## config.mk

```make
export PLATFORM = sky130hd
export DESIGN_NAME = decode_top
export DESIGN_NICKNAME = d
export VERILOG_FILES = /design/src/logic/isa_pkg.sv /design/src/logic/pipe_pkg.sv /design/src/logic/instr_classifier.sv /design/src/logic/decode_fifo.sv /design/src/logic/operand_resolver.sv /design/src/logic/decode_top.sv
export VERILOG_INCLUDE_DIRS = /design/src /design/src/logic
export SDC_FILE = /design/constraint.sdc
export NUM_CORES = 1
export LEC_CHECK = 0
export BUFFER_PORTS_ARGS = -buffer_cell sky130_fd_sc_hd__buf_2
export CAP_MARGIN = 25
export CORE_MARGIN = 2
export CORE_UTILIZATION = 55
export DETAILED_ROUTE_END_ITERATION = 8
export GPL_TIMING_DRIVEN = 0
export PLACE_DENSITY_LB_ADDON = 0.05
export SETUP_SLACK_MARGIN = 0.02
export SLEW_MARGIN = 20
export SYNTH_ARGS = -nofsm -noshare
export SYNTH_HDL_FRONTEND = slang
export SYNTH_SLANG_ARGS = --single-unit
export TNS_END_PERCENT = 1
```

## constraint.sdc

```tcl
create_clock -name clk -period 12.7 [get_ports clk]
set_input_delay 1.905 -clock clk [delete_from_list [all_inputs] [get_ports clk]]
set_output_delay 1.905 -clock clk [all_outputs]
set_load 0.05 [all_outputs]
```

## src/logic/decode_params.svh

```systemverilog
`ifndef DECODE_PARAMS_SVH
`define DECODE_PARAMS_SVH

// data path and pc width
`define XLEN 32

`define REG_ADDR_W 5

// entries in the queue between classifier and resolver
`define DECODE_FIFO_DEPTH 2

// no compressed instructions, so always a full word
`define PC_STEP 4

`endif

```

## src/logic/isa_pkg.sv

```systemverilog
`include "decode_params.svh"

package isa_pkg;

  // major opcodes of the supported RV32I subset
  typedef enum logic [6:0] {
    opc_load   = 7'b0000011,
    opc_op_imm = 7'b0010011,
    opc_auipc  = 7'b0010111,
    opc_store  = 7'b0100011,
    opc_op     = 7'b0110011,
    opc_lui    = 7'b0110111,
    opc_branch = 7'b1100011,
    opc_jalr   = 7'b1100111,
    opc_jal    = 7'b1101111
  } opcode_e;

  localparam logic [6:0] funct7_base = 7'b0000000;
  localparam logic [6:0] funct7_alt  = 7'b0100000;

  typedef struct packed {
    logic [6:0]             funct7;
    logic [`REG_ADDR_W-1:0] rs2;
    logic [`REG_ADDR_W-1:0] rs1;
    logic [2:0]             funct3;
    logic [`REG_ADDR_W-1:0] rd;
    opcode_e                opcode;
  } r_fields_t;

  typedef struct packed {
    logic [11:0]            imm;
    logic [`REG_ADDR_W-1:0] rs1;
    logic [2:0]             funct3;
    logic [`REG_ADDR_W-1:0] rd;
    opcode_e                opcode;
  } i_fields_t;

  // S/B/U/J immediates are gathered from raw bits
  typedef union packed {
    r_fields_t         r;
    i_fields_t         i;
    logic [`XLEN-1:0]  raw;
  } instr_u;

  typedef enum logic [3:0] {
    alu_add, alu_sub, alu_xor, alu_or, alu_and,
    alu_sll, alu_slt, alu_sltu, alu_srl, alu_sra
  } alu_op_e;

  typedef enum logic [2:0] {
    class_alu, class_load, class_store, class_branch, class_jump, class_illegal
  } instr_class_e;

  // matches funct3[1:0] of loads and stores
  typedef enum logic [1:0] {
    mem_byte = 2'b00,
    mem_half = 2'b01,
    mem_word = 2'b10
  } mem_size_e;

endpackage

```

## src/logic/pipe_pkg.sv

```systemverilog
`include "decode_params.svh"

package pipe_pkg;

  typedef struct packed {
    isa_pkg::instr_u        instr;
    logic [`XLEN-1:0]       pc;
    logic [`XLEN-1:0]       rs1_val;
    logic [`XLEN-1:0]       rs2_val;
  } fetch_t;

  typedef struct packed {
    logic [`XLEN-1:0]       pc;
    logic [`XLEN-1:0]       rs1_val;
    logic [`XLEN-1:0]       rs2_val;
    logic [`XLEN-1:0]       imm;
    logic [`REG_ADDR_W-1:0] rd;
    isa_pkg::instr_class_e  instr_class;
    isa_pkg::alu_op_e       alu_op;
    isa_pkg::mem_size_e     mem_size;
    logic                   mem_unsigned;
    // for jumps use_imm marks jalr (target is rs1 based)
    logic                   use_imm;
    logic                   use_pc;
    logic                   zero_a;
    logic [2:0]             branch_cond;
  } classified_t;

  typedef struct packed {
    isa_pkg::instr_class_e  instr_class;
    isa_pkg::alu_op_e       alu_op;
    logic [`REG_ADDR_W-1:0] rd;
    logic [`XLEN-1:0]       operand_a;
    logic [`XLEN-1:0]       operand_b;
    logic [`XLEN-1:0]       store_data;
    logic [`XLEN-1:0]       mem_addr;
    isa_pkg::mem_size_e     mem_size;
    logic                   mem_unsigned;
    logic [`XLEN-1:0]       next_pc;
  } decoded_t;

endpackage

```

## src/logic/instr_classifier.sv

```systemverilog
`timescale 1ns/1ps
`include "decode_params.svh"

module instr_classifier (
  input  var logic                  clk,
  input  var logic                  reset,
  input  var logic                  in_valid,
  input  var pipe_pkg::fetch_t      in_data,
  output var logic                  in_ready,
  output var logic                  out_valid,
  input  var logic                  out_ready,
  output var pipe_pkg::classified_t out_data
);

  isa_pkg::instr_u       w;
  logic [`XLEN-1:0]      raw, i_imm, s_imm, b_imm, u_imm, j_imm, shamt;
  logic [2:0]            funct3;
  logic [6:0]            funct7;
  logic                  f7_base, f7_alt, is_shift;
  isa_pkg::alu_op_e      alu_op;
  pipe_pkg::classified_t c;

  assign w = in_data.instr;
  assign raw = w.raw;
  assign funct3 = w.r.funct3;
  assign funct7 = w.r.funct7;
  assign f7_base = funct7 == isa_pkg::funct7_base;
  assign f7_alt = funct7 == isa_pkg::funct7_alt;
  assign is_shift = funct3 == 3'b001 || funct3 == 3'b101;

  assign i_imm = {{20{raw[31]}}, w.i.imm};
  assign s_imm = {{20{raw[31]}}, raw[31:25], raw[11:7]};
  assign b_imm = {{20{raw[31]}}, raw[7], raw[30:25], raw[11:8], 1'b0};
  assign u_imm = {raw[31:12], 12'b0};
  assign j_imm = {{12{raw[31]}}, raw[19:12], raw[20], raw[30:21], 1'b0};
  assign shamt = {{(`XLEN-`REG_ADDR_W){1'b0}}, w.r.rs2};

  // funct7 bit 5 picks sub (register form only) and sra
  always_comb begin
    case (funct3)
      3'b000: alu_op = (w.r.opcode == isa_pkg::opc_op && funct7[5]) ? isa_pkg::alu_sub
                                                                     : isa_pkg::alu_add;
      3'b001: alu_op = isa_pkg::alu_sll;
      3'b010: alu_op = isa_pkg::alu_slt;
      3'b011: alu_op = isa_pkg::alu_sltu;
      3'b100: alu_op = isa_pkg::alu_xor;
      3'b101: alu_op = funct7[5] ? isa_pkg::alu_sra : isa_pkg::alu_srl;
      3'b110: alu_op = isa_pkg::alu_or;
      default: alu_op = isa_pkg::alu_and;
    endcase
  end

  always_comb begin
    c = '0;
    c.pc = in_data.pc;
    c.rs1_val = in_data.rs1_val;
    c.rs2_val = in_data.rs2_val;
    c.rd = w.r.rd;
    c.instr_class = isa_pkg::class_illegal;
    c.alu_op = isa_pkg::alu_add;
    c.mem_size = isa_pkg::mem_word;
    c.branch_cond = funct3;
    case (w.r.opcode)
      isa_pkg::opc_op: begin
        c.alu_op = alu_op;
        if (f7_base || (f7_alt && (funct3 == 3'b000 || funct3 == 3'b101))) begin
          c.instr_class = isa_pkg::class_alu;
        end
      end
      isa_pkg::opc_op_imm: begin
        c.alu_op = alu_op;
        c.use_imm = 1'b1;
        c.imm = is_shift ? shamt : i_imm;
        if (!is_shift || f7_base || (f7_alt && funct3 == 3'b101)) begin
          c.instr_class = isa_pkg::class_alu;
        end
      end
      isa_pkg::opc_load: begin
        c.use_imm = 1'b1;
        c.imm = i_imm;
        c.mem_size = isa_pkg::mem_size_e'(funct3[1:0]);
        c.mem_unsigned = funct3[2];
        if (funct3 inside {3'b000, 3'b001, 3'b010, 3'b100, 3'b101}) begin
          c.instr_class = isa_pkg::class_load;
        end
      end
      isa_pkg::opc_store: begin
        c.use_imm = 1'b1;
        c.imm = s_imm;
        c.mem_size = isa_pkg::mem_size_e'(funct3[1:0]);
        if (funct3 inside {3'b000, 3'b001, 3'b010}) begin
          c.instr_class = isa_pkg::class_store;
        end
      end
      isa_pkg::opc_branch: begin
        c.imm = b_imm;
        if (funct3[2:1] != 2'b01) begin
          c.instr_class = isa_pkg::class_branch;
        end
      end
      isa_pkg::opc_lui: begin
        c.instr_class = isa_pkg::class_alu;
        c.zero_a = 1'b1;
        c.use_imm = 1'b1;
        c.imm = u_imm;
      end
      isa_pkg::opc_auipc: begin
        c.instr_class = isa_pkg::class_alu;
        c.use_pc = 1'b1;
        c.use_imm = 1'b1;
        c.imm = u_imm;
      end
      isa_pkg::opc_jal: begin
        c.instr_class = isa_pkg::class_jump;
        c.use_pc = 1'b1;
        c.imm = j_imm;
      end
      isa_pkg::opc_jalr: begin
        c.use_pc = 1'b1;
        c.use_imm = 1'b1;
        c.imm = i_imm;
        if (funct3 == 3'b000) begin
          c.instr_class = isa_pkg::class_jump;
        end
      end
      default: begin
      end
    endcase
    // illegal words pass the register values through untouched
    if (c.instr_class == isa_pkg::class_illegal) begin
      c.imm = '0;
      c.use_imm = 1'b0;
      c.use_pc = 1'b0;
      c.mem_size = isa_pkg::mem_word;
      c.mem_unsigned = 1'b0;
    end
    if (c.instr_class inside {isa_pkg::class_store, isa_pkg::class_branch,
                              isa_pkg::class_illegal}) begin
      c.rd = '0;
    end
  end

  assign in_ready = !out_valid || out_ready;

  always_ff @(posedge clk) begin
    if (reset) begin
      out_valid <= 1'b0;
    end else if (in_ready) begin
      out_valid <= in_valid;
    end
  end

  always_ff @(posedge clk) begin
    if (in_valid && in_ready) begin
      out_data <= c;
    end
  end

endmodule

```

## src/logic/decode_fifo.sv

```systemverilog
`timescale 1ns/1ps
`include "decode_params.svh"

module decode_fifo (
  input  var logic                  clk,
  input  var logic                  reset,
  input  var logic                  in_valid,
  input  var pipe_pkg::classified_t in_data,
  output var logic                  in_ready,
  output var logic                  out_valid,
  input  var logic                  out_ready,
  output var pipe_pkg::classified_t out_data
);

  localparam int depth = `DECODE_FIFO_DEPTH;
  localparam int ptr_w = (depth > 1) ? $clog2(depth) : 1;
  localparam int cnt_w = $clog2(depth + 1);

  pipe_pkg::classified_t mem [depth];
  logic [ptr_w-1:0]      wr_ptr, rd_ptr;
  logic [cnt_w-1:0]      count;
  logic                  push, pop;

  assign in_ready = count != cnt_w'(depth);
  assign out_valid = count != '0;
  assign out_data = mem[rd_ptr];

  assign push = in_valid && in_ready;
  assign pop = out_valid && out_ready;

  always_ff @(posedge clk) begin
    if (reset) begin
      wr_ptr <= '0;
      rd_ptr <= '0;
      count <= '0;
    end else begin
      if (push) begin
        wr_ptr <= (wr_ptr == ptr_w'(depth - 1)) ? '0 : wr_ptr + 1'b1;
      end
      if (pop) begin
        rd_ptr <= (rd_ptr == ptr_w'(depth - 1)) ? '0 : rd_ptr + 1'b1;
      end
      // simultaneous push and pop leave the count alone
      if (push && !pop) begin
        count <= count + 1'b1;
      end else if (pop && !push) begin
        count <= count - 1'b1;
      end
    end
  end

  always_ff @(posedge clk) begin
    if (push) begin
      mem[wr_ptr] <= in_data;
    end
  end

endmodule

```

## src/logic/operand_resolver.sv

```systemverilog
`timescale 1ns/1ps
`include "decode_params.svh"

module operand_resolver (
  input  var logic                  clk,
  input  var logic                  reset,
  input  var logic                  in_valid,
  input  var pipe_pkg::classified_t in_data,
  output var logic                  in_ready,
  output var logic                  out_valid,
  input  var logic                  out_ready,
  output var pipe_pkg::decoded_t    out_data
);

  logic [`XLEN-1:0]   seq_pc, rel_target, reg_target;
  logic               taken;
  pipe_pkg::decoded_t d;

  assign seq_pc = in_data.pc + `XLEN'(`PC_STEP);
  assign rel_target = in_data.pc + in_data.imm;
  // jalr clears the low bit of its target
  assign reg_target = (in_data.rs1_val + in_data.imm) & ~`XLEN'(1);

  always_comb begin
    case (in_data.branch_cond)
      3'b000: taken = in_data.rs1_val == in_data.rs2_val;
      3'b001: taken = in_data.rs1_val != in_data.rs2_val;
      3'b100: taken = $signed(in_data.rs1_val) < $signed(in_data.rs2_val);
      3'b101: taken = $signed(in_data.rs1_val) >= $signed(in_data.rs2_val);
      3'b110: taken = in_data.rs1_val < in_data.rs2_val;
      3'b111: taken = in_data.rs1_val >= in_data.rs2_val;
      default: taken = 1'b0;
    endcase
  end

  always_comb begin
    d.instr_class = in_data.instr_class;
    d.alu_op = in_data.alu_op;
    d.rd = in_data.rd;
    d.mem_size = in_data.mem_size;
    d.mem_unsigned = in_data.mem_unsigned;
    d.store_data = in_data.rs2_val;
    d.mem_addr = in_data.rs1_val + in_data.imm;

    if (in_data.use_pc) begin
      d.operand_a = in_data.pc;
    end else if (in_data.zero_a) begin
      d.operand_a = '0;
    end else begin
      d.operand_a = in_data.rs1_val;
    end

    // jumps write back the return address pc + 4
    if (in_data.instr_class == isa_pkg::class_jump) begin
      d.operand_b = `XLEN'(`PC_STEP);
    end else if (in_data.use_imm) begin
      d.operand_b = in_data.imm;
    end else begin
      d.operand_b = in_data.rs2_val;
    end

    case (in_data.instr_class)
      isa_pkg::class_branch: d.next_pc = taken ? rel_target : seq_pc;
      isa_pkg::class_jump: d.next_pc = in_data.use_imm ? reg_target : rel_target;
      default: d.next_pc = seq_pc;
    endcase
  end

  assign in_ready = !out_valid || out_ready;

  always_ff @(posedge clk) begin
    if (reset) begin
      out_valid <= 1'b0;
    end else if (in_ready) begin
      out_valid <= in_valid;
    end
  end

  always_ff @(posedge clk) begin
    if (in_valid && in_ready) begin
      out_data <= d;
    end
  end

endmodule

```

## src/logic/decode_top.sv

```systemverilog
`timescale 1ns/1ps

module decode_top (
  input  var logic               clk,
  input  var logic               reset,
  input  var logic               in_valid,
  input  var pipe_pkg::fetch_t   in_data,
  output var logic               in_ready,
  output var logic               out_valid,
  input  var logic               out_ready,
  output var pipe_pkg::decoded_t out_data
);

  pipe_pkg::classified_t cls_data, fifo_data;
  logic                  cls_valid, cls_ready;
  logic                  fifo_valid, fifo_ready;

  instr_classifier u_classifier (
    .clk       (clk),
    .reset     (reset),
    .in_valid  (in_valid),
    .in_data   (in_data),
    .in_ready  (in_ready),
    .out_valid (cls_valid),
    .out_ready (cls_ready),
    .out_data  (cls_data)
  );

  // absorbs executor stalls so decode keeps going
  decode_fifo u_fifo (
    .clk       (clk),
    .reset     (reset),
    .in_valid  (cls_valid),
    .in_data   (cls_data),
    .in_ready  (cls_ready),
    .out_valid (fifo_valid),
    .out_ready (fifo_ready),
    .out_data  (fifo_data)
  );

  operand_resolver u_resolver (
    .clk       (clk),
    .reset     (reset),
    .in_valid  (fifo_valid),
    .in_data   (fifo_data),
    .in_ready  (fifo_ready),
    .out_valid (out_valid),
    .out_ready (out_ready),
    .out_data  (out_data)
  );

endmodule

```

Yosys cells after proc, flatten, opt, wreduce, memory -nomap -nowiden:

Memory sizes are Yosys's and may differ from the RTL's. A register that Yosys moved wholly into a read port is not among the register bits.
Index checks and enable logic that the tools add are counted.

* register bits: 330
* RAM bits: 298
* input port bits: 132
* output and inout bits: 177
* memories: 1

Memory list
* u_fifo.mem: words 2, bits a word 149, read ports 1, clocked after Yosys merged registers in 1, wr ports 1, RTL line decode_fifo.sv:19 `pipe_pkg::classified_t mem [depth];`

* add/subtract/negate cells: 7
* magnitude comparators: 4
* eq/ne operators: 30
* mux-type cells: 30
* bitwise logic cells: 2
* reduce and logical (&&, ||, !) cells: 36

Operators with widths (number)
* $mux 32: 6
* $pmux 32 s6: 1
* $add 32x32->32: 2
* $ge 32x32->1: 2
* $lt 32x32->1: 2
* $pmux 32 s2: 1
* $add 32x3->32 const B: 1
* $eq 32x32->1: 1
* $ne 32x32->1: 1
* $eq 7x6->1 const B: 4
* $pmux 4 s7: 1
* $eq 3x3->1 const B: 9
* $pmux 3 s8: 1
* $eq 7x7->1 const B: 3
* $eq 3x2->1 const B: 5
* $mux 3: 5
* $eq 7x5->1 const B: 2
* $mux 1: 12
* $reduce_or 2->1: 6
* $logic_and 1x1->1: 8
* $eq 7x2->1 const B: 1
* $logic_not 7->1: 1
* $logic_or 1x1->1: 7
* $eq 3x1->1 const B: 2
* other kinds (15): 25

Logic depth before layout (Yosys ltp):

* depth in word-level cells: 9
* mapped depth: 20
* depth with buffers taken out: 12

Hierarchy:

A second synthesis with hierarchy kept.

* cells, all modules: 1867
* area total of the unflattened synthesis: 28274.6 µm²

Modules (own cells, without submodules)
* decode_fifo: times used 1, cells an instance 488, area an instance 11400.9 µm²
* operand_resolver: times used 1, cells an instance 1043, area an instance 11292.1 µm²
* instr_classifier: times used 1, cells an instance 336, area an instance 5581.6 µm²

Worst setup path before layout:

No wires, ideal clock.

* kind: register to register
* start: register u_fifo.count[0]
* end: memory u_fifo.mem[0][0] in the netlist's numbering, enable pin
* setup time: 0.659 ns
* data arrival time: 6.801 ns
* required time: 12.041 ns
* path slack: 5.240 ns
* stages on the path, launching flop included: 4
* path buffers: 0
* period minus slack after synthesis: 7.460 ns
* cells stage by stage: dfxtp_1 -> nand2b_1 -> nand2_1 -> nor2_1

* word-level cells in the longest chain between the ends: 4

Ends and longest elaborated chain
* from (decl): RTL line decode_fifo.sv:21 `logic [cnt_w-1:0] count;`
* from (signal assigned): RTL line decode_fifo.sv:45 `count <= count + 1'b1;`
* from (signal assigned): RTL line decode_fifo.sv:47 `count <= count - 1'b1;`
* $ne 2x2->1: RTL line decode_fifo.sv:24 `assign in_ready = count != cnt_w'(depth);`
* $logic_and 1x1->1: RTL line decode_fifo.sv:28 `assign push = in_valid && in_ready;`
* $mux 1: RTL line decode_fifo.sv:53 `if (push) begin`
* $mux 1 (not written as such): RTL line decode_fifo.sv:54 `mem[wr_ptr] <= in_data;`
* to (decl): RTL line decode_fifo.sv:19

No other way between the ends.

==> impl_metrics.py <==
metrics = {
    "outcome": {
        "outcome": "finished clean",
    },
    "timing": {
        "final-max-slew-violation-count": 0,
        "setup_tns_ns": 0,
        "setup_violations": 0,
        "timing.hold.ws_ns": 0.440,
        "tightest_slew_ns": 1.06,
        "fin_skew_ns": 0.0304,
        "grt_setup_unrepaired": "no",
        "finalCriticalPeriod_ns": 7.69,
        "fmax_mhz": 130,
        "finalHoldViolations": 0,
        "fin_crit_sh_pct": 60.5,
        "slew_headroom_pct": 27.1,
    },
    "placement": {
        "dpl.cell_count": 2847,
        "hpwlAfterDp_um": 57100,
        "place.gp.congestion": 0.935,
        "port-buffer-count": 307,
    },
    "synth": {
        "ys.flop_type": "edfxtp_1",
        "syn_nets": 2090,
        "synth_cell_types": 91,
        "synth_area_um2": 27500,
        "yosysSeqAreaShare_pct": 68.4,
        "yosys_warnings": 0,
        "synthTopCellsByArea": "edfxtp_1 68%, mux2_2 5.0%, ha_1 4.4%",
        "synth_top_area_cell": "edfxtp_1",
        "syn_inst": 1860,
        "synth-edff-count": 622,
        "synth_top_area_share_pct": 67.9,
        "asyncSetResetFlopFracSynth_pct": 0,
        "ys_ff_latch": 629,
        "syn-mean-instance-area_um2": 14.8,
    },
    "power": {
        "p_leak_nw": 12.0,
        "irDropWorstVdd_mv": 0.297,
        "p_per_area_nw_per_um2": 262,
        "total_power_mw": 8.45,
    },
    "min_path": {
        "min_path_type": "reg -> reg",
        "hold_path_startpoint": "u_classifier.out_data[54]",
    },
    "global_routing": {
        "grt_first_pass_wirelength_um": 110000,
        "antenna_found_initial": 1,
        "grt_overflow_total": 0,
        "grt_pass1_vias": 17200,
        "grt_usage_pct": 29.0,
        "grt_max_degree": 104,
    },
    "setup_path": {
        "worst_setup_path_end_kind": "flip-flop",
        "worst-setup-path-type": "reg -> reg",
        "crit_arrival_ns": 8.01,
        "critPathMaxFanout": 10,
        "start_kind": "flip-flop",
        "worst_ep_required_time_ns": 13.02,
    },
    "floorplan": {
        "floorplan.initialDensity_pct": 56.0,
        "dieArea_um2": 51900,
        "coreArea_um2": 49200,
        "die_y_um": 228,
        "pin_count": 309,
        "dieWidth_um": 228,
        "core.rowCount": 81,
    },
    "final_layout": {
        "layout_commonest_cell": "edfxtp_1",
        "instances_no_fill": 2963,
        "layout_common_cells": "622 x edfxtp_1, 324 x buf_2, 126 x nor2_1",
        "fin_util_pct": 65.6,
        "area_growth_pct": 17.1,
        "n_fill_cell": 3568,
        "seqCellArea_um2": 18800,
        "nNetsFinal": 2476,
        "diodes": 0,
        "multi_input_area_um2": 8210,
        "drive_gt1_share_pct": 25.8,
    },
    "drt": {
        "wl_per_cell_um": 25.7,
        "routed_wl_um": 76100,
        "via_count": 17500,
        "drt-vias-per-instance": 5.92,
        "drtIter0Drc": 1377,
        "drc": 0,
        "dr.pass1.iters": 6,
        "ant_nets": 0,
    },
    "cts": {
        "clock-sinks": 629,
        "cts.repair.resized": 0,
        "cts.hold.buffers_added": 0,
        "clkLatencyLatePin_ns": 0.65,
        "htreeDepth": 2,
        "tritoncts": "yes",
        "cts-buffers-inserted": 61,
        "root_buffer": "clkbuf_16",
        "clk_pin_slew_worst_paths_ns": 0.06,
        "clockBufferDepth": 3,
        "cts_setup_buffers": 0,
    },
    "job": {
        "cap_violations": 0,
    },
}
[layer usage]
metal  global-route usage [%]  wire length (µm)  up-vias
li1                         -                 -     7950
met1                     40.4             32500     8728
met2                     47.9             36600      720
met3                     3.50              4520      131
met4                     9.56              2440        0
met5                        0                 0        -
[power by group]
part           total (mW)  internal (mW)  switching (mW)
Sequential           2.98           2.86           0.121
Combinational        3.72           1.07            2.65
Clock                1.76          0.990           0.768
Total                8.45           4.91            3.54
[flip-flops by register name (all words and copies together) (netlist names), named ones only]
| signal | count |
|---|---|
| u_fifo.mem | 298 |
| u_classifier.out_data | 149 |
| u_fifo.wr_ptr | 1 |
| u_fifo.rd_ptr | 1 |
| u_resolver.out_valid | 1 |
| u_fifo.count | 2 |
| u_classifier.out_valid | 1 |
| u_resolver.out_data | 175 |
[logic make-up after synthesis]
| kind of cell | count (synthesis) | share of synthesized area, % |
|---|---|---|
| adders and majority gates | 99 | 4.55 |
| AOI/OAI and AO/OA | 385 | 9.52 |
| xor gates and xnor gates | 89 | 2.83 |
| muxes | 150 | 6.03 |
| and+or+nand+nor | 382 | 6.80 |
| DFF | 629 | 68.4 |
| buffers and inverters | 126 | 1.90 |
[synth_stat cells (4+ instances only)]
| master | number |
|---|---|
| dfxtp_1 | 7 |
| or3_1 | 10 |
| inv_1 | 68 |
| nor3_1 | 19 |
| a21oi_1 | 91 |
| clkbuf_1 | 30 |
| nand4_1 | 8 |
| nand3b_1 | 5 |
| a2111oi_0 | 5 |
| nor4_1 | 5 |
| o21bai_1 | 8 |
| nor2b_1 | 15 |
| o21ai_0 | 53 |
| nand3_1 | 40 |
| nand2b_1 | 6 |
| ha_1 | 96 |
| a211oi_1 | 39 |
| o21ai_1 | 27 |
| nand2_1 | 83 |
| a211o_1 | 5 |
| and4_1 | 5 |
| mux2i_1 | 26 |
| and2_1 | 21 |
| edfxtp_1 | 622 |
| xnor2_1 | 66 |
| a31oi_1 | 12 |
| mux2_2 | 123 |
| a21o_1 | 43 |
| xor2_1 | 23 |
| nor2_1 | 127 |
| o31ai_1 | 5 |
| and3_1 | 10 |
| a32oi_1 | 4 |
| a22oi_1 | 26 |
| or2_2 | 5 |
| o21a_1 | 14 |
| buf_2 | 17 |
| a221o_1 | 6 |
| o211ai_1 | 4 |
[per-stage QoR]
| stage | setup WS (ns) | cell area, µm² |
|---|---|---|
| floorplan | 5.24 | 27500 |
| global placement | 0.938 | 29900 |
| detailed placement | 5.13 | 30300 |
| CTS | 5.07 | 32200 |
| global route | 4.92 | 32200 |
| finish | 5.01 | 32200 |
[final cells by class]
type,instances,share of cell area [%]
sequential,629,58.4
multi-input combinational,1105,25.5
timing repair buffer,323,5.86
clock buffer,73,4.88
tap,664,2.58
clock inverter,43,1.20
inverter,71,0.850
buffer,55,0.800
[critical path: stages (launching register included)]
cell	delay [ns]
dfxtp_1	0.39
buf_4	0.27
buf_2	0.43
buf_6	0.28
buf_2	0.37
buf_1	0.77
buf_2	0.49
mux2_2	0.50
ha_1	0.35
nand4_1	0.17
nor4_2	0.84
o21ai_1	0.14
a21oi_1	0.49
nor3_1	0.16
a311oi_2	0.38
a31o_2	0.46
buf_1	0.57
o21ai_1	0.25
[path summary, 6_finish.rpt]
kind | slack, ns | cells past startpoint | end
setup reg to reg | 5.01 | 17 | u_resolver.out_data[10]
hold / removal | 0.44 | 0 | u_fifo.mem[0][54]
setup / recovery | 5.01 | 17 | u_resolver.out_data[10]
hold reg to reg | 0.44 | 0 | u_fifo.mem[0][54]
Note: power is estimated with default switching activity, not from simulation.
